[src/hw/video_pkg.sv]
// Shared widths, geometry constants and types for the video scan-out.
// One line of pixels must fit in one line-buffer half of LB_HALF_WORDS words.
// Palette entries are VIDC style, 4 bits per channel with red lowest.

package video_pkg;

   // Default width of the px/py counters and all geometry inputs
   localparam int CTR_W = 11;

   // Line buffer geometry, two halves of one line each
   localparam int LB_HALF_WORDS = 256;
   localparam int LB_ADDR_W     = $clog2(2 * LB_HALF_WORDS);

   // DMA and line-buffer word
   localparam int WORD_W = 32;

   // Output colour channel
   localparam int CHAN_W = 8;

   // Palette size, indexed by a 4-bit pixel value
   localparam int PAL_ENTRIES = 16;

   // One palette entry
   typedef struct packed {
      logic [3:0] blue;
      logic [3:0] green;
      logic [3:0] red;
   } pal_entry_t;

   typedef pal_entry_t [PAL_ENTRIES-1:0] palette_t;

   // Pixel depth, code is log2 of bits per pixel
   typedef enum logic [1:0] {
      PD_1BPP = 2'd0,
      PD_2BPP = 2'd1,
      PD_4BPP = 2'd2,
      PD_8BPP = 2'd3
   } pix_depth_e;

   // Scan resync FSM
   typedef enum logic [1:0] {
      RS_RUN          = 2'd0,
      RS_HOLD         = 2'd1,
      RS_WAIT_FLYBACK = 2'd2
   } resync_state_e;

endpackage
[src/hw/frame_resync.sv]
// Resync handshake for the scan-out.
// i_sync_req is a toggle, the config must stay stable until o_sync_ack matches it.
// i_flyback is asynchronous; scan restarts on its falling edge after the hold.
// Scan is held from reset until the first request has been served.

`timescale 1ns/1ns

module frame_resync (
   input  logic pclk,
   input  logic reset,
   input  logic i_sync_req,
   input  logic i_flyback,
   output logic o_sync_ack,
   output logic o_run,
   output logic o_flyback_fall
);
   import video_pkg::*;

   logic [1:0]    req_sync;
   // Two-flop synchroniser plus the previous value for edge detect
   logic [2:0]    fb_sync;
   logic          req_pending;
   logic [1:0]    hold_ctr;
   resync_state_e state;

   always_ff @(posedge pclk) begin
      if (reset) begin
         req_sync <= '0;
         fb_sync  <= '0;
      end else begin
         req_sync <= {req_sync[0], i_sync_req};
         fb_sync  <= {fb_sync[1:0], i_flyback};
      end
   end

   // Request differs from the last ack, so a new config is waiting
   assign req_pending    = req_sync[1] != o_sync_ack;
   assign o_flyback_fall = fb_sync[2] & ~fb_sync[1];
   assign o_run          = state == RS_RUN;

   //////////////////////////////////////////////////////////////////////
   // Resync FSM

   always_ff @(posedge pclk) begin
      if (reset) begin
         state      <= RS_HOLD;
         hold_ctr   <= '0;
         o_sync_ack <= 1'b0;
      end else begin
         case (state)
            RS_RUN: begin
               // Drop run and give the generator three cycles to latch
               if (req_pending) begin
                  state    <= RS_HOLD;
                  hold_ctr <= 2'd2;
               end
            end
            RS_HOLD: begin
               if (hold_ctr != 2'd0)
                  hold_ctr <= hold_ctr - 2'd1;
               else if (req_pending)
                  state <= RS_WAIT_FLYBACK;
            end
            RS_WAIT_FLYBACK: begin
               // Missing an edge here only costs one frame
               if (o_flyback_fall) begin
                  state      <= RS_RUN;
                  o_sync_ack <= ~o_sync_ack;
               end
            end
            default: state <= RS_HOLD;
         endcase
      end
   end

endmodule

[config.mk]
export PLATFORM = sky130hd
export DESIGN_NAME = frame_resync
export DESIGN_NICKNAME = d
export VERILOG_FILES = /design/src/hw/video_pkg.sv /design/src/hw/frame_resync.sv
export SDC_FILE = /design/constraint.sdc
export NUM_CORES = 1
export LEC_CHECK = 0
export CAP_MARGIN = 20
export CORE_AREA = 2 2 39 41
export DETAILED_ROUTE_END_ITERATION = 7
export DIE_AREA = 0 0 41 43
export DONT_BUFFER_PORTS = 1
export GPL_ROUTABILITY_DRIVEN = 1
export PLACE_DENSITY = 0.5
export SYNTH_ARGS = -nofsm -noshare
export SYNTH_HDL_FRONTEND = slang
export SYNTH_SLANG_ARGS = --single-unit
[constraint.sdc]
create_clock -name pclk -period 1.8 [get_ports pclk]
set_clock_uncertainty 0.05 [all_clocks]
set_input_delay 0.27 -clock pclk [delete_from_list [all_inputs] [get_ports pclk]]
set_output_delay 0.27 -clock pclk [all_outputs]
set_load 0.03 [all_outputs]
# Yosys cells after proc, flatten, opt, wreduce, memory -nomap -nowiden
# Index checks and enable logic that the tools add are counted.
[totals] regBits=10 inputBits=4 out_inout_bits=3
[classes] addsub=1 eq_ne=8 n_mux=7 n_bitwise=3 reduce_logical=6
[ops] op="$mux W2" count=5
[ops] op="$ne A2 B2 Y1 const B" count=4
[ops] op="$pmux W2 S3" count=1
[ops] op="$pmux W2 S2" count=1
[ops] op="$reduce_and A4 Y1" count=1
[ops] op="$reduce_bool A2 Y1" count=2
[ops] op="$reduce_and A3 Y1" count=1
[ops] op="$eq A2 B1 Y1 const B" count=1
[ops] op="$eq A2 B2 Y1 const B" count=1
[ops] op="$logic_not A2 Y1" count=1
[ops] op="$ne A2 B1 Y1 const B" count=1
[ops] op="$not A1 Y1" count=2
[ops] op="$reduce_and A2 Y1" count=1
[ops] op="$sub A2 B1 Y2 const B" count=1
[ops] op="$and A1 B1 Y1" count=1
[ops] op="$ne A1 B1 Y1" count=1

# Logic depth before layout (Yosys ltp)
[logic_depth] word_depth=4 ltp_mapped=5 depth_no_buf=5

# Worst setup path after synthesis
# No wires, ideal clock.
[synth_timing] path_kind="register to register" start="register state[0]" end="register state[0]" arrival_ns=1.646 required_time_ns=1.678 path_slack_ns=0.033 path_stages_with_launch=6 period_less_slack_ns=1.767 cell_sequence="dfxtp_1 inv_1 ha_1 or2_0 a222oi_1 mux2i_1"
[synth_via] elab_chain_len=3 elab_cells_between_ends=9 classes_between="6 x eq/ne; 1 x mux; 2 x reduce/logical"
[synth_rtl] element="start: declaration" line_no="frame_resync.sv:24" rtl="resync_state_e state;"
[synth_rtl] element="start signal: assignment" line_no="frame_resync.sv:46" rtl="state <= RS_HOLD;"
[synth_rtl] element="start signal: assignment" line_no="frame_resync.sv:54" rtl="state <= RS_HOLD;"
[synth_rtl] element="start signal: assignment" line_no="frame_resync.sv:62" rtl="state <= RS_WAIT_FLYBACK;"
[synth_rtl] element="$logic_not A2 Y1 (*)"
[synth_rtl] element="named net o_run" line_no="frame_resync.sv:14" rtl="output logic o_run,"
[synth_rtl] element="$ne A2 B1 Y1 (no line)"
[synth_rtl] element="$reduce_and A4 Y1 (no line)"
# Mark *: on every way through the listed nets, which the timed path passes. The rest lies on a longest branch.
# A chain may end at the register's enable or synchronous reset.

# Worst setup path in the final report
[layout_timing] start="register state[1]" end="register state[1]"
[layout_via] elab_chain_len=3 elab_cells_between_ends=9 classes_between="6 x eq/ne; 1 x mux; 2 x reduce/logical"
[layout_rtl] element="$eq A2 B1 Y1 (tied with other cells)" line_no="frame_resync.sv:50" rtl="case (state)"
[layout_rtl] element="$ne A2 B2 Y1 (no line) or $ne A2 B1 Y1 (tied branches)"
[layout_rtl] element="$reduce_and A4 Y1 (no line)"
# Parallel ways exist; a longest one is shown, timed or not.

==> key figures <==
Power
  • Pwr dens: 1600 nW/um^2
  • Int Pwr: 0.000561 W
  • Part of the power in registers: 0.341
  • Clock share of power: 0.230
  • Combinational Power Share: 0.429
  • NetSw: 0.000293 W
  • Sw Share: 0.343
  • Lkg Pwr: 0.254 nW
  • Worst VDD drop: 0.721 mV

Finish
  • Commonest non-fill, non-tap cells in the layout: dfxtp_1 (10), inv_1 (7), nor2b_1 (6)
  • Layout cell share with drive strength beyond 1: 0.111
  • Final cell count without fillers: 70
  • NumNets Final: 64
  • Fill count: 148
  • Finished Cell Area: 536 sq um
  • Layout area overhead: 15.4%
  • Most common cell after layout, fill and taps aside: dfxtp_1
  • Diode count: 0

Setup path
  • Crit start category: flop
  • CP cell instances: inv_1, ha_1, or2_0, a222oi_1, mux2i_1
  • Worst path slowest cell: a222oi_1
  • Cells on worst reg2reg path: 5
  • RR Endpoint: state[1]
  • RR Startpoint: state[1]
  • Slowest stage delay, CP: 0.47 ns
  • CP Class: reg2reg
  • Endpoint type of the worst setup path: flop
  • Data required time of the critical path: 1.94 ns
  • Crit path max fanout: 4
  • Crit path DAT: 1.84 ns
  • R2R Setup Slk: 0.10 ns

STA
  • Minimum clock period: 1.70 ns
  • Final worst setup slack: 0.102 ns
  • Fin crit share: 0.943
  • Slew Limit Fails: 0
  • Worst-Margin Slew: 0.517 ns
  • Relative slew margins: 0.655
  • Final hold vios: 0
  • Setup-failing EPs final: 0
  • Sum Neg Setup Slack: 0 ns
  • Max Freq: 589 MHz
  • RSZ-0062 raised after global routing: false

Synth
  • Synthesized Nets: 57
  • Seq cells post-synth: 10
  • Mapped Area: 464 sq um
  • Sequential-to-total area share from yosys stat: 0.431
  • Synth Area per Inst: 9.67 sq um
  • Post-Syn Instances: 48
  • Synth cell types: 18
  • Synth Warn #: 0

Global routing
  • Largest net degree at the start of global routing: 10
  • Number of global-route vias before repair: 310
  • Total track usage: 0.104
  • Initial antenna violation count: 0
  • First-pass GRT wire length: 1160 um
  • Gr ovfl total: 0

Placed design
  • Count of input and output buffers: 0
  • Placed Cells: 66
  • Dpl ws: 0.0638 ns
  • GP Congestion: 0.616
  • Detailed Place HPWL: 546 um
  • Area post-placement: 499 sq um

Floorplan
  • # rows: 14
  • Initial Utilization: 0.335
  • Chip width: 41 um
  • Die Height: 43 um
  • IO Pins: 7
  • Floorplan Core Area: 1380 sq um
  • Die footprint: 1760 sq um

Routing
  • Vias per cell: 4.64
  • Initial drt markers: 3
  • Routed Wire Length: 680 um
  • Router iterations before antenna repair: 4
  • Max Used Layer: met4
  • Met1 wire length: 330 um
  • DRC Markers: 0
  • WL/cell: 9.71 um
  • Routed Antenna Nets: 0
  • Wire length on met2: 296 um
  • WL met3: 36 um
  • Vias post-DR: 325

Outcome
  • Outcome: complete, no violations

Clock tree
  • CTS root buf: clkbuf_4
  • Post-cts sizing count: 0
  • CTS buffer count: 3
  • Cts hold-fix bufs: 0
  • # Post-CTS Setup Buffers: 0
  • TritonCTS clock tree: yes
  • H-tree levels: 1
  • Clock Latency Late Sink: 0.26 ns
  • Clk slew on worst S/H paths: 0.06 ns
  • Clock sinks: 10
  • Max Root-Sink Buffers: 2

Min path
  • Hold wc startpoint: reset
  • Hold Path Stages: 1
  • Worst hold path class: in2reg
  • Worst hold endpoint: req_sync[0]

Flow run
  • Max-Cap Viols: 0
layout make-up:
class                   instances  area, sq um  area share
clock buffers                   4         36.3      0.0678
multi-input cells              31          238       0.444
repair buffers                  2         15.0      0.0280
well taps                      16         20.0      0.0374
inverters                       7         26.3      0.0491
flip-flops and latches         10          200       0.374
kinds of logic after synthesis:
family	count (synthesis)	share of synthesized area
simple gates	16	0.183
flops	10	0.431
buf+inv	7	0.0566
compound gates	5	0.0916
fa+ha+maj	5	0.135
mux	3	0.0647
xor+xnor	2	0.0377
worst max path at each step:
stage / slack (ns) / start / cells past startpoint / end
after floorplan: 0.03 / state[0] / 5 / state[0]
after global placement: 0.07 / state[1] / 5 / state[1]
after detailed placement: 0.06 / state[1] / 5 / state[1]
after CTS: 0.05 / state[1] / 5 / state[1]
after global routing: 0.002 / state[1] / 5 / state[1]
final: 0.10 / state[1] / 5 / state[1]
worst max-delay path, delay by kind of cell, from the launching register on:
kind,cells,cell delay (ns)
adder cells (fa/ha/maj),1,0.23
flip-flops,1,0.35
AO/OA/AOI/OAI,1,0.47
multiplexers,1,0.23
buffers and inverters,1,0.08
AND/OR/NAND/NOR,1,0.23
registers in the layout, summed over array words and instances, names as in the netlist:
| register | flops |
|---|---|
| hold_ctr | 2 |
| fb_sync | 3 |
| state | 2 |
| req_sync | 2 |
| o_sync_ack | 1 |
synthesized netlist by cell type (all sizes together):
cell type	number	area (sq um)
a21oi	1	5.00
xnor2	1	8.76
a211o	1	8.76
o2bb2ai	1	8.76
dfxtp	10	200
o211a	1	10.0
nand2b	1	6.26
ha	5	62.6
inv	7	26.3
nand2	4	15.0
nand3b	1	7.51
nor2b	6	37.5
mux2i	3	30.0
nor2	2	7.51
xor2	1	8.76
a222oi	1	10.0
nand3	1	5.00
or2	1	6.26
power by group through the flow:
stage                     Combinational, W  Clock, W  Sequential (W)
final                             0.000367  0.000196        0.000292
after global routing              0.000416  0.000218        0.000298
after CTS                         0.000375  0.000206        0.000292
after detailed placement          0.000372         0        0.000298
after global placement            0.000371         0        0.000297
after floorplan                   0.000307         0        0.000293
metal layers:
layer,global-route usage,vias to the layer above
met4,0.120,0
li1,-,166
met3,0.0157,2
met2,0.134,7
met1,0.127,150
met5,0,-
through the flow:
step	hold slack, ns	total power [W]	utilization
floorplan	0.292	0.000600	-
global placement	0.293	0.000668	0.361
detailed placement	0.295	0.000669	0.361
CTS	0.00858	0.000873	0.387
global route	0.00241	0.000931	0.387
finish	0.0211	0.000855	0.387
(Power assumes the default switching activity.)
