## config.mk

```make
export PLATFORM = sky130hd
export DESIGN_NAME = pixel_pipeline_flat
export DESIGN_NICKNAME = d
export VERILOG_FILES = /design/src/hw/video_pkg.sv /design/src/hw/scan_if.sv /design/src/hw/pixel_pipeline.sv /design/src/flat_wrapper.sv
export SDC_FILE = /design/constraint.sdc
export NUM_CORES = 1
export LEC_CHECK = 0
export ABC_CLOCK_PERIOD_IN_PS = 3900
export BUFFER_PORTS_ARGS = -buffer_cell sky130_fd_sc_hd__buf_2
export CORE_MARGIN = 10
export CORE_UTILIZATION = 43
export DETAILED_ROUTE_END_ITERATION = 10
export GPL_TIMING_DRIVEN = 0
export PLACE_DENSITY = 0.88
export SLEW_MARGIN = 20
export SYNTH_ARGS = -nofsm -noshare
export SYNTH_HDL_FRONTEND = slang
export SYNTH_SLANG_ARGS = --single-unit
```

## constraint.sdc

```tcl
create_clock -name pclk -period 3.9 [get_ports pclk]
set_input_delay 0.78 -clock pclk [delete_from_list [all_inputs] [get_ports pclk]]
set_output_delay 0.78 -clock pclk [all_outputs]
set_load 0.01 [all_outputs]
```

## src/hw/video_pkg.sv

```systemverilog
// Shared widths, geometry constants and types for the video scan-out.
// One line of pixels must fit in one line-buffer half of LB_HALF_WORDS words.
// Palette entries are VIDC style, 4 bits per channel with red lowest.

package video_pkg;

   // Default width of the px/py counters and all geometry inputs
   localparam int CTR_W = 11;

   // Line buffer geometry, two halves of one line each
   localparam int LB_HALF_WORDS = 256;
   localparam int LB_ADDR_W     = $clog2(2 * LB_HALF_WORDS);

   // DMA and line-buffer word
   localparam int WORD_W = 32;

   // Output colour channel
   localparam int CHAN_W = 8;

   // Palette size, indexed by a 4-bit pixel value
   localparam int PAL_ENTRIES = 16;

   // One palette entry
   typedef struct packed {
      logic [3:0] blue;
      logic [3:0] green;
      logic [3:0] red;
   } pal_entry_t;

   typedef pal_entry_t [PAL_ENTRIES-1:0] palette_t;

   // Pixel depth, code is log2 of bits per pixel
   typedef enum logic [1:0] {
      PD_1BPP = 2'd0,
      PD_2BPP = 2'd1,
      PD_4BPP = 2'd2,
      PD_8BPP = 2'd3
   } pix_depth_e;

   // Scan resync FSM
   typedef enum logic [1:0] {
      RS_RUN          = 2'd0,
      RS_HOLD         = 2'd1,
      RS_WAIT_FLYBACK = 2'd2
   } resync_state_e;

endpackage
```

## src/hw/scan_if.sv

```systemverilog
// Stage-0 scan position and syncs, as produced by the timing generator.
// All signals are registered in the pclk domain by the source side.

`timescale 1ns/1ns

interface scan_if #(
   parameter int ctr_w = video_pkg::CTR_W
) ();
   import video_pkg::*;

   logic             hsync;
   logic             vsync;
   logic             de;
   // Pixel index within the displayed line, 0 on the first de cycle
   logic [ctr_w-1:0] dispx;
   // Parity of the displayed line, selects the line-buffer half
   logic             line_odd;
   pix_depth_e       depth;

   // Timing generator
   modport source (output hsync, vsync, de, dispx, line_odd, depth);

   // Line-buffer read address
   modport fetch (input dispx, line_odd, depth);

   // Pixel pipeline
   modport sink (input hsync, vsync, de, dispx, depth);

endinterface

```

## src/hw/pixel_pipeline.sv

```systemverilog
// Pixel pipeline, stages 1 to 4 after the scan position.
// Stage 1 line-buffer word, 2 extracted pixel, 3 palette colour, 4 outputs.
// Pixels are packed least significant first in each word.
// The palette input is sampled live, so change it only outside display.

`timescale 1ns/1ns

module pixel_pipeline (
   input  logic                          pclk,
   input  logic                          reset,
   scan_if.sink                          scan,
   input  logic [video_pkg::WORD_W-1:0]  i_rd_word,
   input  video_pkg::palette_t           i_palette,
   output logic [video_pkg::CHAN_W-1:0]  o_r,
   output logic [video_pkg::CHAN_W-1:0]  o_g,
   output logic [video_pkg::CHAN_W-1:0]  o_b,
   output logic                          o_hsync,
   output logic                          o_vsync,
   output logic                          o_de
);
   import video_pkg::*;

   // Index suffix is the pipeline stage
   logic [4:0]  xidx1;
   pix_depth_e  depth1, depth2;
   logic [7:0]  pix2;
   pal_entry_t  entry2, mixed2, col3;
   logic [3:1]  hs_pipe, vs_pipe, de_pipe;

   // 4-bit channel to CHAN_W, top bit fills the low end
   function automatic logic [CHAN_W-1:0] expand(input logic [3:0] nib);
      return {nib, {(CHAN_W-4){nib[3]}}};
   endfunction

   //////////////////////////////////////////////////////////////////////
   // Syncs delayed to stage 4

   always_ff @(posedge pclk) begin
      if (reset) begin
         hs_pipe <= '0;
         vs_pipe <= '0;
         de_pipe <= '0;
         o_hsync <= 1'b0;
         o_vsync <= 1'b0;
         o_de    <= 1'b0;
      end else begin
         hs_pipe <= {hs_pipe[2:1], scan.hsync};
         vs_pipe <= {vs_pipe[2:1], scan.vsync};
         de_pipe <= {de_pipe[2:1], scan.de};
         o_hsync <= hs_pipe[3];
         o_vsync <= vs_pipe[3];
         o_de    <= de_pipe[3];
      end
   end

   //////////////////////////////////////////////////////////////////////
   // Pixel data path

   // 8 bpp VIDC mixing, top four pixel bits override palette MSBs
   always_comb begin
      entry2 = i_palette[pix2[3:0]];
      mixed2 = entry2;
      if (depth2 == PD_8BPP) begin
         mixed2.red[3]     = pix2[4];
         mixed2.green[3:2] = pix2[6:5];
         mixed2.blue[3]    = pix2[7];
      end
   end

   always_ff @(posedge pclk) begin
      // Stage 0 to 1, alongside the buffer read
      xidx1  <= scan.dispx[4:0];
      depth1 <= scan.depth;

      // Stage 1 to 2, zero-extended so the low nibble is the palette index
      depth2 <= depth1;
      case (depth1)
         PD_1BPP: pix2 <= {7'd0, i_rd_word[xidx1]};
         PD_2BPP: pix2 <= {6'd0, i_rd_word[{xidx1[3:0], 1'b0} +: 2]};
         PD_4BPP: pix2 <= {4'd0, i_rd_word[{xidx1[2:0], 2'b00} +: 4]};
         default: pix2 <= i_rd_word[{xidx1[1:0], 3'b000} +: 8];
      endcase

      // Stage 2 to 3
      col3 <= mixed2;

      // Stage 3 to 4, black outside the display window
      o_r <= de_pipe[3] ? expand(col3.red)   : '0;
      o_g <= de_pipe[3] ? expand(col3.green) : '0;
      o_b <= de_pipe[3] ? expand(col3.blue)  : '0;
   end

endmodule

```

## src/flat_wrapper.sv

```systemverilog
// flat-port wrapper written by rule: the top's interface ports become plain ports
module pixel_pipeline_flat import video_pkg::*;
  (pclk, reset, i_rd_word, i_palette, o_r, o_g, o_b, o_hsync, o_vsync, o_de, scan_hsync, scan_vsync, scan_de, scan_dispx, scan_depth);
  scan_if scan_i ();
  input  logic pclk;
  input  logic reset;
  input  logic [video_pkg::WORD_W-1:0] i_rd_word;
  input  video_pkg::palette_t i_palette;
  output logic [video_pkg::CHAN_W-1:0] o_r;
  output logic [video_pkg::CHAN_W-1:0] o_g;
  output logic [video_pkg::CHAN_W-1:0] o_b;
  output logic o_hsync;
  output logic o_vsync;
  output logic o_de;
  input wire logic [$bits(scan_i.hsync)-1:0] scan_hsync;
  input wire logic [$bits(scan_i.vsync)-1:0] scan_vsync;
  input wire logic [$bits(scan_i.de)-1:0] scan_de;
  input wire logic [$bits(scan_i.dispx)-1:0] scan_dispx;
  input wire logic [$bits(scan_i.depth)-1:0] scan_depth;
  assign scan_i.hsync = scan_hsync;
  assign scan_i.vsync = scan_vsync;
  assign scan_i.de = scan_de;
  assign scan_i.dispx = scan_dispx;
  assign scan_i.depth = scan_depth;
  pixel_pipeline u_core (.pclk(pclk), .reset(reset), .scan(scan_i), .i_rd_word(i_rd_word), .i_palette(i_palette), .o_r(o_r), .o_g(o_g), .o_b(o_b), .o_hsync(o_hsync), .o_vsync(o_vsync), .o_de(o_de));
endmodule
```

======== After elaboration in Yosys (flattened, before gate mapping) ========
Index checks and enable logic that the tools add are counted.
storage, ports and cells
  bits in registers ....................... 65
  latch bits .............................. 0
  RAM bits ................................ 0
  memory bits (read-only) ................. 0
  bits of input ports ..................... 242
  memories ................................ 0
cells by class
  add/subtract/negate cells ............... 0
  multiply operators ...................... 0
  div/mod/pow operators ................... 0
  order comparisons ....................... 2
  equality and inequality tests ........... 3
  shift-type cells ........................ 3
  mux-type cells .......................... 8
  bitwise operators ....................... 0
  reduce and logical (&&, ||, !) cells .... 1
operators by type and width
  kind                                                                  number
  12-bit binary-select mux with 4-bit select                            1
  32-bit by 6-bit variable part select with 2-bit output                1
  32-bit by 6-bit variable part select with 4-bit output                1
  32-bit by 6-bit variable part select with 8-bit output                1
  8-bit case mux with 3 select lines                                    1
  12-bit 2-to-1 mux                                                     1
  5-bit by 6-bit < comparator with 1-bit output, second input constant  1
  1-bit binary-select mux with 5-bit select                             1
  4-bit by 5-bit < comparator with 1-bit output, second input constant  1
  2-bit == test, second input constant                                  2
  1-bit 2-to-1 mux                                                      3
  2-bit by 1-bit == test with 1-bit output, second input constant       1
  2-bit zero test                                                       1
  2-bit 2-to-1 mux                                                      1

======== Longest topological paths before layout ========
  depth in word-level cells ............... 3
  mapped depth ............................ 7
  mapped depth without buffers ............ 4

======== Worst setup path before layout ========
Ideal clock, no wire load.
  kind .................................... input to register
  from .................................... input port i_rd_word[29] (netlist name)
  to ...................................... register u_core.pix2[0]
  setup time .............................. 0.135 ns
  arrival time ............................ 1.932 ns
  required time ........................... 3.765 ns
  setup slack ............................. 1.833 ns
  stages .................................. 4
  buffers on the path ..................... 0
  cell sequence ........................... mux4_1 > mux4_2 > mux2i_1 > o221ai_1
between the ends
  word-level cells in the longest chain between the ends .. 3
ends and longest elaborated chain
  element                                    line                  source
  from (decl)                                flat_wrapper.sv:7     input logic [video_pkg::WORD_W-1:0] i_rd_word;
  1-bit binary-select mux with 5-bit select  pixel_pipeline.sv:78  PD_1BPP: pix2 <= {7'd0, i_rd_word[xidx1]};
  1-bit 2-to-1 mux (not written as such)     pixel_pipeline.sv:78
  8-bit case mux with 3 select lines         pixel_pipeline.sv:77  case (depth1)
  to (signal assigned)                       pixel_pipeline.sv:78
  to (signal assigned)                       pixel_pipeline.sv:79  PD_2BPP: pix2 <= {6'd0, i_rd_word[{xidx1[3:0], 1'b0} +: 2]};
  to (signal assigned)                       pixel_pipeline.sv:80  PD_4BPP: pix2 <= {4'd0, i_rd_word[{xidx1[2:0], 2'b00} +: 4]};
  to (decl)                                  pixel_pipeline.sv:26  logic [7:0] pix2;
No other way between the ends. The select of a mux whose other input is x is not followed.
A chain may end at the register's enable or synchronous reset.

==> metrics.cfg <==
[sta]
fmax_mhz=374.6
fin_crit_sh_pct=68.45
finalSetupTns_ps=0
slew_violations=0
rsz0062_at_grt=false
hold_viol_final=0
setup_ws_ps=1231
period_minus_slack_ps=2669
relSlewSlack_pct=44.16
worst_pin_slew_ps=837.6
fin_skew_ps=11.09
hold_slack_ps=381.7
setup_viol_count_final=0

[logic_synthesis]
seq_area_frac_synth_pct=27.71
yosys.area.top_type=mux4_2
synth_top_area_share_pct=52.35
netlist_area_um2=3829
synth_warnings=0
syn_nets=485
postSynthAreaPerCell_um2=15.76
ys_ff_latch=53
synth_cell_types=20
yosys-top-cells-area=mux4_2 (52%), dfxtp_1 (28%), mux4_1 (3.4%)
syn_inst=243

[critical_path]
critPathMaxFanout=10
arrival_ps=2860
crit_path_top_delay_cell=clkbuf_1
cp_cell_sequence=clkbuf_1 -> clkbuf_1 -> mux4_2 -> mux4_2
critPathCaptureType=flop
crit_family=buffers and inverters
worst-path-buf-inv=2
path_class=flop to flop
worstPathRequired_ps=4090
cp_slowest_stage_delay_ps=650
critPathLaunchType=flop

[status]
status=completed

[route]
drc=0
vias=3587
drt_iter0_markers=286
drtPass1Iterations=4
wire_per_inst_um=24.93
wl_mm=15.51
vias_per_cell=5.767
ant_nets=0

[power]
p_leak_nw=2.477
irDropWorstVdd_mv=0.1588
total_power_mw=1.565
powerDensity_nw_per_um2=291.6

[floorplanning]
rows=34
die_width_um=114.4
initial_core_util_pct=44.12
io_pins=269
die_area_um2=13080
die_h_um=114.4
core_um2=8678

[clock_tree]
ctsHoldBuffers=0
ctsLongestPathBuffers=2
cts_resized=0
path_clk_slew_ps=110
cts_root_buf=clkbuf_8
cts_max_level=2
clock_sinks=53
post-cts-setup-buffer-count=0
cts_tree=built
numCtsBuffers=5
clk_latency_ps=310

[cells_and_area]
fin_util_pct=61.87
drive_above_1_share_pct=76.61
register_area_um2=1061
mostFrequentLayoutCell=buf_2
final_nets=754
final_cell_mix=buf_2 (272), mux4_2 (89), dfxtp_1 (53), buf_4 (14), and2_1 (14)
area_growth_pct=40.23
fillers=700
multiInputGateArea_um2=2560

[run]
maxCapViolations=0

[global_route]
grt_pass1_wl_mm=23.52
grt_max_degree=18
grt_usage_pct=23.09
grt_pass1_vias=4154
antenna_found_initial=2
grt-ovfl-total=0

[place]
dp.final_hpwl_mm=13.61
io_buffers=262
place_ws_ps=1313
place.gp.congestion=0.9333

[worst_hold_path]
hold_class=flop to flop

-- synthesized netlist by cell type (all sizes together) --
cell,count
mux2,8
o21ai,4
mux4,94
o221ai,2
buf,26
and3,4
nand2,5
clkbuf,10
nor2,1
nor2b,13
and2,14
mux2i,5
or2,1
nand2b,1
dfxtp,53
a22o,2
-- power by group --
part           total [mW]  internal (mW)  switching (mW)
clock network       0.316          0.128           0.188
logic               0.633          0.388           0.245
registers           0.616          0.595          0.0210
-- area by class of cell --
type / instances / area share, %
Antenna cell: 1 / 0.04661
Multi-Input combinational cell: 154 / 47.68
Sequential cell: 53 / 19.76
Tap cell: 108 / 2.517
Clock buffer: 5 / 1.282
Clock inverter: 3 / 0.4195
Buffer: 36 / 3.869
Timing Repair Buffer: 262 / 24.42
-- state kept, by name (all words and copies together), names as in the netlist --
signal	flops
u_core.col3	12
u_core.o_vsync	1
u_core.xidx1	5
u_core.de_pipe	3
u_core.depth1	2
u_core.o_b	4
u_core.o_g	4
u_core.depth2	2
u_core.vs_pipe	3
u_core.pix2	8
u_core.o_hsync	1
u_core.o_r	4
u_core.o_de	1
u_core.hs_pipe	3
-- through the flow --
stage,cell area [µm²],cells
floorplan,3829,243
finish,5369,622
global route,5369,622
CTS,5366,621
global placement,5275,613
detailed placement,5275,613
-- logic make-up (layout without fill, tap and decap cells) --
group | Yosys count | count (layout) | synth area share, %
multiplexers | 107 | 107 | 59.44
other | 0 | 1 | 0
flip-flops | 53 | 53 | 27.71
AO/OA/AOI/OAI | 8 | 8 | 1.438
buffers and inverters | 36 | 306 | 5.425
AND/OR/NAND/NOR | 39 | 39 | 5.980
-- metal layers --
layer / wire length (µm) / track usage [%]
met3: 1638 / 8.019
met5: 19 / 0
met2: 7728 / 39.18
met4: 375 / 6.182
met1: 5746 / 27.22
-- final timing paths --
path	cells after the start	end	slack, ps	start
min reg2reg	0	u_core.depth2[1]$_DFF_P_	380	u_core.depth1[1]$_DFF_P_
min	0	u_core.depth2[1]$_DFF_P_	380	u_core.depth1[1]$_DFF_P_
max	4	u_core.col3[2]$_DFF_P_	1230	u_core.pix2[1]$_DFF_P_
max reg2reg	4	u_core.col3[2]$_DFF_P_	1230	u_core.pix2[1]$_DFF_P_
Note: power is estimated with default switching activity, not from simulation.
