**config.mk**
```make
export PLATFORM = sky130hd
export DESIGN_NAME = scan_timing_flat
export DESIGN_NICKNAME = d
export VERILOG_FILES = /design/src/hw/video_pkg.sv /design/src/hw/scan_if.sv /design/src/hw/scan_timing.sv /design/src/flat_wrapper.sv
export SDC_FILE = /design/constraint.sdc
export NUM_CORES = 1
export LEC_CHECK = 0
export BUFFER_PORTS_ARGS = -buffer_cell sky130_fd_sc_hd__buf_2
export CAP_MARGIN = 25
export CORE_MARGIN = 8
export CORE_UTILIZATION = 55
export DETAILED_ROUTE_END_ITERATION = 16
export PLACE_DENSITY_LB_ADDON = 0.3
export SETUP_SLACK_MARGIN = 0.5
export SLEW_MARGIN = 10
export SYNTH_ARGS = -nofsm -noshare
export SYNTH_HDL_FRONTEND = slang
export SYNTH_SLANG_ARGS = --single-unit
```
**constraint.sdc**
```tcl
create_clock -name pclk -period 14.09 [get_ports pclk]
set_input_delay 1.409 -clock pclk [delete_from_list [all_inputs] [get_ports pclk]]
set_output_delay 1.409 -clock pclk [all_outputs]
set_load 0.01 [all_outputs]
```
**src/hw/video_pkg.sv**
```systemverilog
// Shared widths, geometry constants and types for the video scan-out.
// One line of pixels must fit in one line-buffer half of LB_HALF_WORDS words.
// Palette entries are VIDC style, 4 bits per channel with red lowest.

package video_pkg;

   // Default width of the px/py counters and all geometry inputs
   localparam int CTR_W = 11;

   // Line buffer geometry, two halves of one line each
   localparam int LB_HALF_WORDS = 256;
   localparam int LB_ADDR_W     = $clog2(2 * LB_HALF_WORDS);

   // DMA and line-buffer word
   localparam int WORD_W = 32;

   // Output colour channel
   localparam int CHAN_W = 8;

   // Palette size, indexed by a 4-bit pixel value
   localparam int PAL_ENTRIES = 16;

   // One palette entry
   typedef struct packed {
      logic [3:0] blue;
      logic [3:0] green;
      logic [3:0] red;
   } pal_entry_t;

   typedef pal_entry_t [PAL_ENTRIES-1:0] palette_t;

   // Pixel depth, code is log2 of bits per pixel
   typedef enum logic [1:0] {
      PD_1BPP = 2'd0,
      PD_2BPP = 2'd1,
      PD_4BPP = 2'd2,
      PD_8BPP = 2'd3
   } pix_depth_e;

   // Scan resync FSM
   typedef enum logic [1:0] {
      RS_RUN          = 2'd0,
      RS_HOLD         = 2'd1,
      RS_WAIT_FLYBACK = 2'd2
   } resync_state_e;

endpackage
```
**src/hw/scan_if.sv**
```systemverilog
// Stage-0 scan position and syncs, as produced by the timing generator.
// All signals are registered in the pclk domain by the source side.

`timescale 1ns/1ns

interface scan_if #(
   parameter int ctr_w = video_pkg::CTR_W
) ();
   import video_pkg::*;

   logic             hsync;
   logic             vsync;
   logic             de;
   // Pixel index within the displayed line, 0 on the first de cycle
   logic [ctr_w-1:0] dispx;
   // Parity of the displayed line, selects the line-buffer half
   logic             line_odd;
   pix_depth_e       depth;

   // Timing generator
   modport source (output hsync, vsync, de, dispx, line_odd, depth);

   // Line-buffer read address
   modport fetch (input dispx, line_odd, depth);

   // Pixel pipeline
   modport sink (input hsync, vsync, de, dispx, depth);

endinterface

```
**src/hw/scan_timing.sv**
```systemverilog
// Horizontal and vertical timing generator.
// Geometry and depth are latched only while i_run is low; hold for 3+ cycles.
// Each porch, sync and resolution value must be at least 1.
// Syncs are at the start of the scan: hsync from px 0, vsync from py 0.
// On release the scan starts at px 0 on the line before the first displayed one.

`timescale 1ns/1ns

module scan_timing #(
   parameter int ctr_w = video_pkg::CTR_W
) (
   input  logic                   pclk,
   input  logic                   reset,
   input  logic                   i_run,
   input  logic [ctr_w-1:0]       i_h_res,
   input  logic [ctr_w-1:0]       i_h_fp,
   input  logic [ctr_w-1:0]       i_h_sync,
   input  logic [ctr_w-1:0]       i_h_bp,
   input  logic [ctr_w-1:0]       i_v_res,
   input  logic [ctr_w-1:0]       i_v_fp,
   input  logic [ctr_w-1:0]       i_v_sync,
   input  logic [ctr_w-1:0]       i_v_bp,
   input  video_pkg::pix_depth_e  i_depth,
   scan_if.source                 scan
);
   import video_pkg::*;

   // Compare points, each the last count of its region
   logic [ctr_w-1:0] h_sync_off, h_disp_start, h_disp_end, h_total;
   logic [ctr_w-1:0] v_sync_off, v_disp_start, v_disp_end, v_total;
   pix_depth_e       depth_q;

   logic [ctr_w-1:0] px;
   logic [ctr_w-1:0] py;
   logic [ctr_w-1:0] dispx_q;
   logic             hsync_q;
   logic             vsync_q;
   logic             de_q;
   logic             v_on;
   logic             line_odd_q;

   //////////////////////////////////////////////////////////////////////
   // Configuration latch

   always_ff @(posedge pclk) begin
      if (!i_run) begin
         h_sync_off   <= i_h_sync - 1'b1;
         h_disp_start <= i_h_sync + i_h_bp - 1'b1;
         h_disp_end   <= i_h_sync + i_h_bp + i_h_res - 1'b1;
         h_total      <= i_h_sync + i_h_bp + i_h_res + i_h_fp - 1'b1;
         v_sync_off   <= i_v_sync - 1'b1;
         v_disp_start <= i_v_sync + i_v_bp - 1'b1;
         v_disp_end   <= i_v_sync + i_v_bp + i_v_res - 1'b1;
         v_total      <= i_v_sync + i_v_bp + i_v_res + i_v_fp - 1'b1;
         depth_q      <= i_depth;
      end
   end

   //////////////////////////////////////////////////////////////////////
   // Counters and syncs

   always_ff @(posedge pclk) begin
      if (reset) begin
         px         <= '0;
         py         <= '0;
         dispx_q    <= '0;
         hsync_q    <= 1'b0;
         vsync_q    <= 1'b0;
         de_q       <= 1'b0;
         v_on       <= 1'b0;
         line_odd_q <= 1'b0;
      end else if (!i_run) begin
         // Park at the last back-porch line; v_disp_start settles during the hold
         px         <= '0;
         py         <= v_disp_start;
         dispx_q    <= '0;
         hsync_q    <= 1'b1;
         vsync_q    <= 1'b0;
         de_q       <= 1'b0;
         v_on       <= 1'b0;
         line_odd_q <= 1'b0;
      end else if (px == h_total) begin
         // End of line
         px      <= '0;
         dispx_q <= '0;
         hsync_q <= 1'b1;
         de_q    <= 1'b0;
         if (py == v_total) begin
            py      <= '0;
            vsync_q <= 1'b1;
         end else begin
            py <= py + 1'b1;
            if (py == v_sync_off)
               vsync_q <= 1'b0;
         end
         // Next line is the first displayed one, which fills half 0
         if (py == v_disp_start) begin
            v_on       <= 1'b1;
            line_odd_q <= 1'b0;
         end else if (py == v_disp_end) begin
            v_on <= 1'b0;
         end else if (v_on) begin
            line_odd_q <= ~line_odd_q;
         end
      end else begin
         px      <= px + 1'b1;
         dispx_q <= de_q ? dispx_q + 1'b1 : '0;
         if (px == h_sync_off)
            hsync_q <= 1'b0;
         if (px == h_disp_start && v_on)
            de_q <= 1'b1;
         if (px == h_disp_end)
            de_q <= 1'b0;
      end
   end

   // hsync reloads high during hold but stays low until run
   assign scan.hsync    = hsync_q & i_run;
   assign scan.vsync    = vsync_q;
   assign scan.de       = de_q;
   assign scan.dispx    = dispx_q;
   assign scan.line_odd = line_odd_q;
   assign scan.depth    = depth_q;

endmodule

```
**src/flat_wrapper.sv**
```systemverilog
// flat-port wrapper written by rule: the top's interface ports become plain ports
module scan_timing_flat import video_pkg::*;
#(
   parameter int ctr_w = video_pkg::CTR_W
)
  (pclk, reset, i_run, i_h_res, i_h_fp, i_h_sync, i_h_bp, i_v_res, i_v_fp, i_v_sync, i_v_bp, i_depth, scan_hsync, scan_vsync, scan_de, scan_dispx, scan_line_odd, scan_depth);
  scan_if #(.ctr_w(ctr_w)) scan_i ();
  input  logic pclk;
  input  logic reset;
  input  logic i_run;
  input  logic [ctr_w-1:0] i_h_res;
  input  logic [ctr_w-1:0] i_h_fp;
  input  logic [ctr_w-1:0] i_h_sync;
  input  logic [ctr_w-1:0] i_h_bp;
  input  logic [ctr_w-1:0] i_v_res;
  input  logic [ctr_w-1:0] i_v_fp;
  input  logic [ctr_w-1:0] i_v_sync;
  input  logic [ctr_w-1:0] i_v_bp;
  input  video_pkg::pix_depth_e i_depth;
  output wire logic [$bits(scan_i.hsync)-1:0] scan_hsync;
  output wire logic [$bits(scan_i.vsync)-1:0] scan_vsync;
  output wire logic [$bits(scan_i.de)-1:0] scan_de;
  output wire logic [$bits(scan_i.dispx)-1:0] scan_dispx;
  output wire logic [$bits(scan_i.line_odd)-1:0] scan_line_odd;
  output wire logic [$bits(scan_i.depth)-1:0] scan_depth;
  assign scan_hsync = scan_i.hsync;
  assign scan_vsync = scan_i.vsync;
  assign scan_de = scan_i.de;
  assign scan_dispx = scan_i.dispx;
  assign scan_line_odd = scan_i.line_odd;
  assign scan_depth = scan_i.depth;
  scan_timing #(.ctr_w(ctr_w)) u_core (.pclk(pclk), .reset(reset), .i_run(i_run), .i_h_res(i_h_res), .i_h_fp(i_h_fp), .i_h_sync(i_h_sync), .i_h_bp(i_h_bp), .i_v_res(i_v_res), .i_v_fp(i_v_fp), .i_v_sync(i_v_sync), .i_v_bp(i_v_bp), .i_depth(i_depth), .scan(scan_i));
endmodule
```
### Word level (Yosys, flattened, before mapping)

Cells that the tools add are included.
W data, S select, Z words.

| word-level totals | value |
|---|---|
| flip-flop bits (word level) | 128 |
| input port bits | 93 |
| output and inout bits | 17 |
| logic and storage cells | 73 |

| cells by class | value |
|---|---|
| add/sub/neg operators | 17 |
| equal/unequal tests | 11 |
| mux-type cells | 13 |
| bitwise gates (word level) | 4 |
| reduce and logical (&&, ||, !) cells | 11 |

Operator list:

| kind | count |
|---|---|
| $eq A11 B11 Y1 | 8 |
| $sub A11 B1 Y11 const B | 8 |
| $add A11 B11 Y11 | 6 |
| $add A11 B1 Y11 const B | 3 |
| $mux W11 | 3 |
| $mux W1 | 10 |
| $reduce_or A4 Y1 | 2 |
| $reduce_bool A2 Y1 | 3 |
| $ne A2 B1 Y1 const B | 2 |
| $reduce_and A2 Y1 | 2 |
| $ne A3 B1 Y1 const B | 1 |
| $not A1 Y1 | 3 |
| $reduce_and A3 Y1 | 1 |
| $reduce_or A3 Y1 | 1 |
| $reduce_or A2 Y1 | 1 |
| $and A1 B1 Y1 | 1 |
| $logic_and A1 B1 Y1 | 1 |

### Logic depth before layout (Yosys ltp)

| logic depth | value |
|---|---|
| word-level depth | 4 |
| mapped depth | 21 |
| depth with buffers taken out | 21 |

### Worst setup path before layout

OpenSTA, ideal clock, no wires.

| timing path | value |
|---|---|
| path kind | input -> register |
| from | in i_h_sync[0] |
| to | reg u_core.h_total[10], data pin |
| setup time | 0.264 ns |
| arrival | 5.194 ns |
| data required time | 13.826 ns |
| setup slack | 8.633 ns |
| cell stages on the path | 19 |
| path buffers | 0 |
| cells stage by stage | ha_1 inv_1 fa_1 nor2b_1 o21ai_0 a21oi_1 ha_1 a21oi_1 o311ai_1 and2_1 o221ai_1 inv_1 ha_1 inv_1 ha_1 o41ai_1 nor2_1 a211oi_1 xnor2_1 |

| on the way | value |
|---|---|
| longest elaborated chain between the ends | 4 |

Ends and longest elaborated chain:

| element | line | text |
|---|---|---|
| start, declared | flat_wrapper.sv:13 | `input logic [ctr_w-1:0] i_h_sync;` |
| $add A11 B11 Y11 (3 in series) | scan_timing.sv:50 | `h_total <= i_h_sync + i_h_bp + i_h_res + i_h_fp - 1'b1;` |
| $sub A11 B1 Y11 | scan_timing.sv:50 |  |
| end signal, assigned | scan_timing.sv:50 |  |
| end, declared | scan_timing.sv:29 | `logic [ctr_w-1:0] h_sync_off, h_disp_start, h_disp_end, h_total;` |

No other way between the ends.
A chain may end at the register's enable or synchronous reset.

### Worst setup path in the final report

Ends and elaborated chain as after synthesis.

==> impl_summary.md <==
Clock network
The clock drives around 130 sinks. The TritonCTS buffer count is 17. The CTS tree is yes.

CTS built an H-tree with a depth of 4. After clock tree synthesis, the clock-pin slew on the worst setup and hold paths is 0.05 ns. The root buffer cell chosen for the clock tree is sky130_fd_sc_hd__clkbuf_16.

The longest clock path from root to sink contains 2 buffers. The number of hold buffers added after CTS was 0. Post-CTS repair changed the size of 0 cells. The insertion delay to the later sink of the worst-skew pair is 0.42 ns. Post-CTS timing repair inserted 0 buffers for setup.

Critical path
The worst setup path is of the input port to flop kind. The largest single stage delay on the critical path is 0.58 ns. For the worst flop-to-flop path, the logic depth is 8. The launch instance of the worst register-to-register path is u_core.px[6]$_SDFF_PP0_.

The most critical setup path has its startpoint at i_h_sync[0]. The nature of the critical path endpoint is a flop. The maximum net fanout on the critical path is 4. Following the worst setup path forward leads to its endpoint at u_core.h_total[10]$_DFFE_PN_.

STA puts the critical path data required time at 14.25 ns. The critical path buffer and inverter count is 5. The worst setup path is launched from an input port. For the worst setup path, the data arrival time is 5.95 ns. The signal on the critical path passes through buf_2 > ha_1 > inv_1 > fa_1 > xor2_1 > inv_1 > ha_1 > a21oi_1 > xnor2_1 > inv_1 > ha_1 > inv_1 > ha_1 > a21oi_1 > o21ai_0 > o41ai_1 > nor2_1 > a211oi_1 > xnor2_1. The destination of the worst register-to-register timing path is u_core.py[10]$_SDFFE_PP0P_. Among all stages on the critical path, the largest delay is contributed by sky130_fd_sc_hd__o41ai_1.

Across all register-to-register paths, the minimum setup slack is 11.68 ns. The cell depth of the worst setup path is 19. The gate family responsible for the most delay along the worst path is compound AO/OA/AOI/OAI gates.

Global route
The sum of overflow across all layers after global routing is 0. The via count of the first global-routing pass is 7552. In the global route stage, overall resource usage came out at 20.4%. The first global-routing pass estimated 36300 um of wire.

The number of antenna violations at the first check in global routing is 0. The largest net degree at the start of global routing is 55.

Placement
Detailed placement ended at an HPWL of 17000 um. Port buffering added 109 buffers. The placer congestion estimate is between 0.8 and 0.9.

Yosys
Yosys mapped the design onto 58 distinct sky130hd cell types. Yosys printed 0 warnings. Synthesis inferred 128 register bits. Yosys attributes the largest share of cell area to sky130_fd_sc_hd__edfxtp_1 (28%), sky130_fd_sc_hd__xnor2_1 (12%), sky130_fd_sc_hd__ha_1 (11%), sky130_fd_sc_hd__dfxtp_1 (8.0%), sky130_fd_sc_hd__xor2_1 (6.7%). The number of instances in the synthesized netlist is 1014.

For this run, the register share of the synthesized area comes to 36.4%. The mapped netlist covers 9510 um2. The fraction of synthesis flops using an asynchronous set or reset pin is 0%. The number of nets in the synthesized netlist is 1199. The top flip-flop cell by instance count after synthesis is sky130_fd_sc_hd__edfxtp_1. The top cell type by area accounts for about 28% of the synthesized area.

Counting instances in the post-synthesis netlist gives the leading cell types as sky130_fd_sc_hd__xnor2_1 (129), sky130_fd_sc_hd__inv_1 (101), sky130_fd_sc_hd__edfxtp_1 (90). The most common cell in the synthesized netlist is sky130_fd_sc_hd__xnor2_1. Yosys mapped a number of flops with a built-in enable equal to 90.

The mean instance size in the synthesized netlist is roughly 9.4 um2. sky130_fd_sc_hd__edfxtp_1 takes more of the synthesized area than any other cell.

Power and ir drop
The sequential share of power is between 30% and 40%. The internal power summed over all cells is about 1.1 mW. The power share of the clock group is 25.9%. The share of total power dissipated in combinational logic is 39.9%. VDD sags by at most 0.0866 mV. In this run the static leakage power is 4.54 nW. The power per cell area is 153 nW/um2. The reported net switching power is 0.572 mW. Net switching is 34.4% of the power.

Drt
The detailed router finished its first iteration with 529 violations. The residual DRC count is 0. The first-pass detailed-route iteration total is 6.

The routed wirelength normalized by instance count is 16.1 um. The detailed-route vias per instance is 5.53. For this block, the via count after detailed routing is 7486.

Wires add up to about 22000 um. The number of nets still failing antenna checks after routing is 0.

Floorplan
The floorplan has 48 rows. Once the floorplan was initialized, standard cells occupied ~56% of the core. The x dimension of the die is roughly 150 um. The number of I/O pins is 110. The total core area is roughly 17000 um2. The die covers ~22000 um2. The die extent in y is ~150 um.

STA
For the final routed database, the setup TNS stands at 0 ns. The peak clock frequency supported by timing is 173 MHz. The worst slew margin relative to its limit is between 40% and 50%.

Setup repair after global routing left no endpoint under its margin. The smallest clock period supported by the final layout is computed as 5.79 ns. The number of failing hold endpoints at the final stage is 0.

The number of max-slew violations in the final report was 0. The transition time at the pin with the least slew margin is 0.794 ns. The share of the clock period used by the worst path is 41.1%. Setup violations remaining at the end of the flow were counted as 0. Clock skew on the completed layout was measured at 0.0112 ns.

Layout
The number of antenna diodes in the final layout is 0. The share of layout cells above drive strength 1 is 14.2%. The count of nets after finishing is 1301. At the end of the flow the core is filled with cells to 63.3%. Relative to the synthesized area, the layout overhead comes to 13.9%.

Job
The tool flagged a number of max-cap violations equal to 0.

Worst hold path
The min-delay analysis places its worst path in the category flop to flop. The number of cells on the worst hold path is 1.

Run status
The flow ran to the end, and the final reports show no timing, DRC or antenna violations.
## per-layer routing
metal,wire length (um),track usage (%)
met1,10500,27.3
met2,10100,32.7
met3,1110,4.16
met4,166,6.17
met5,0,0
## worst min path at each step
stage	slack, ns	end	from
3_3_place_gp	0.46	u_core.scan.dispx[0]$_SDFF_PP0_	u_core.scan.dispx[0]$_SDFF_PP0_
6_report	0.49	u_core.scan.dispx[0]$_SDFF_PP0_	u_core.scan.dispx[0]$_SDFF_PP0_
2_1_floorplan	0.44	u_core.hsync_q$_SDFFE_PP0P_	u_core.hsync_q$_SDFFE_PP0P_
5_1_grt	0.51	u_core.scan.dispx[0]$_SDFF_PP0_	u_core.scan.dispx[0]$_SDFF_PP0_
3_5_place_dp	0.48	u_core.scan.dispx[0]$_SDFF_PP0_	u_core.scan.dispx[0]$_SDFF_PP0_
4_1_cts	0.50	u_core.scan.dispx[0]$_SDFF_PP0_	u_core.scan.dispx[0]$_SDFF_PP0_
## metrics by stage
| step | cell area, um2 | setup slack [ns] | std cells | total power [mW] | hold slack (ns) |
|---|---|---|---|---|---|
| after floorplan | 9510 | 8.63 | 1014 | 1.08 | 0.444 |
| after global placement | 10200 | 8.08 | 1321 | 1.21 | 0.463 |
| after detailed placement | 10300 | 7.94 | 1322 | 1.23 | 0.483 |
| after CTS | 10800 | 8.31 | 1354 | 1.67 | 0.496 |
| after global routing | 10800 | 7.89 | 1354 | 1.78 | 0.513 |
| final | 10800 | 8.30 | 1354 | 1.66 | 0.494 |
## power groups by stage
stage	Clock [mW]	Combinational, mW	Sequential, mW
floorplan	0	0.529	0.553
global placement	0	0.637	0.575
detailed placement	0	0.656	0.577
CTS	0.433	0.665	0.570
global route	0.449	0.749	0.577
finish	0.430	0.663	0.569
## sequential cells by signal, summed over array words and instances, names as in the netlist
signal / cells
u_core.scan.vsync: 1
u_core.scan.dispx: 11
u_core.v_disp_end: 11
u_core.v_on: 1
u_core.h_sync_off: 11
u_core.scan.depth: 2
u_core.v_total: 11
u_core.px: 11
u_core.h_disp_end: 11
u_core.py: 11
u_core.hsync_q: 1
u_core.scan.de: 1
u_core.v_sync_off: 11
u_core.h_total: 11
u_core.v_disp_start: 11
u_core.h_disp_start: 11
u_core.scan.line_odd: 1
## area by class of cell
class | count | area, um2
clock inverter | 9 | 75.1
timing repair buffer | 112 | 566
clock buffer | 23 | 510
sequential | 128 | 3460
tap | 225 | 282
inverter | 101 | 380
fill | 1413 | 6280
multi-input combinational | 756 | 5560
## cells by family after synthesis
group | synth area share [%]
AO/OA/AOI/OAI | 11.2
XOR/XNOR | 18.6
buffers and inverters | 5.13
flip-flops | 36.4
adder cells (fa/ha/maj) | 12.6
AND/OR/NAND/NOR | 16.1
## placed cells by master, fill, tap and decap left out, drive strengths merged, types with 4 or more instances in the layout
cell type    n
nor2b       10
fa           6
and2         6
xor2        73
nor4        14
o21a         8
clkinv       5
a21o        16
xnor2      129
nand2       49
a211oi      14
or2          9
ha          86
nand4       17
and3        14
nor3        34
o21ai       34
edfxtp      90
or3          9
nand3       29
o21bai       4
nand3b      10
inv        104
nor2        82
a31oi        9
nand2b       9
a21oi       42
o31ai        4
dfxtp       38
clkbuf      23
buf        112
No activity file was read; power rests on OpenSTA's default activity.
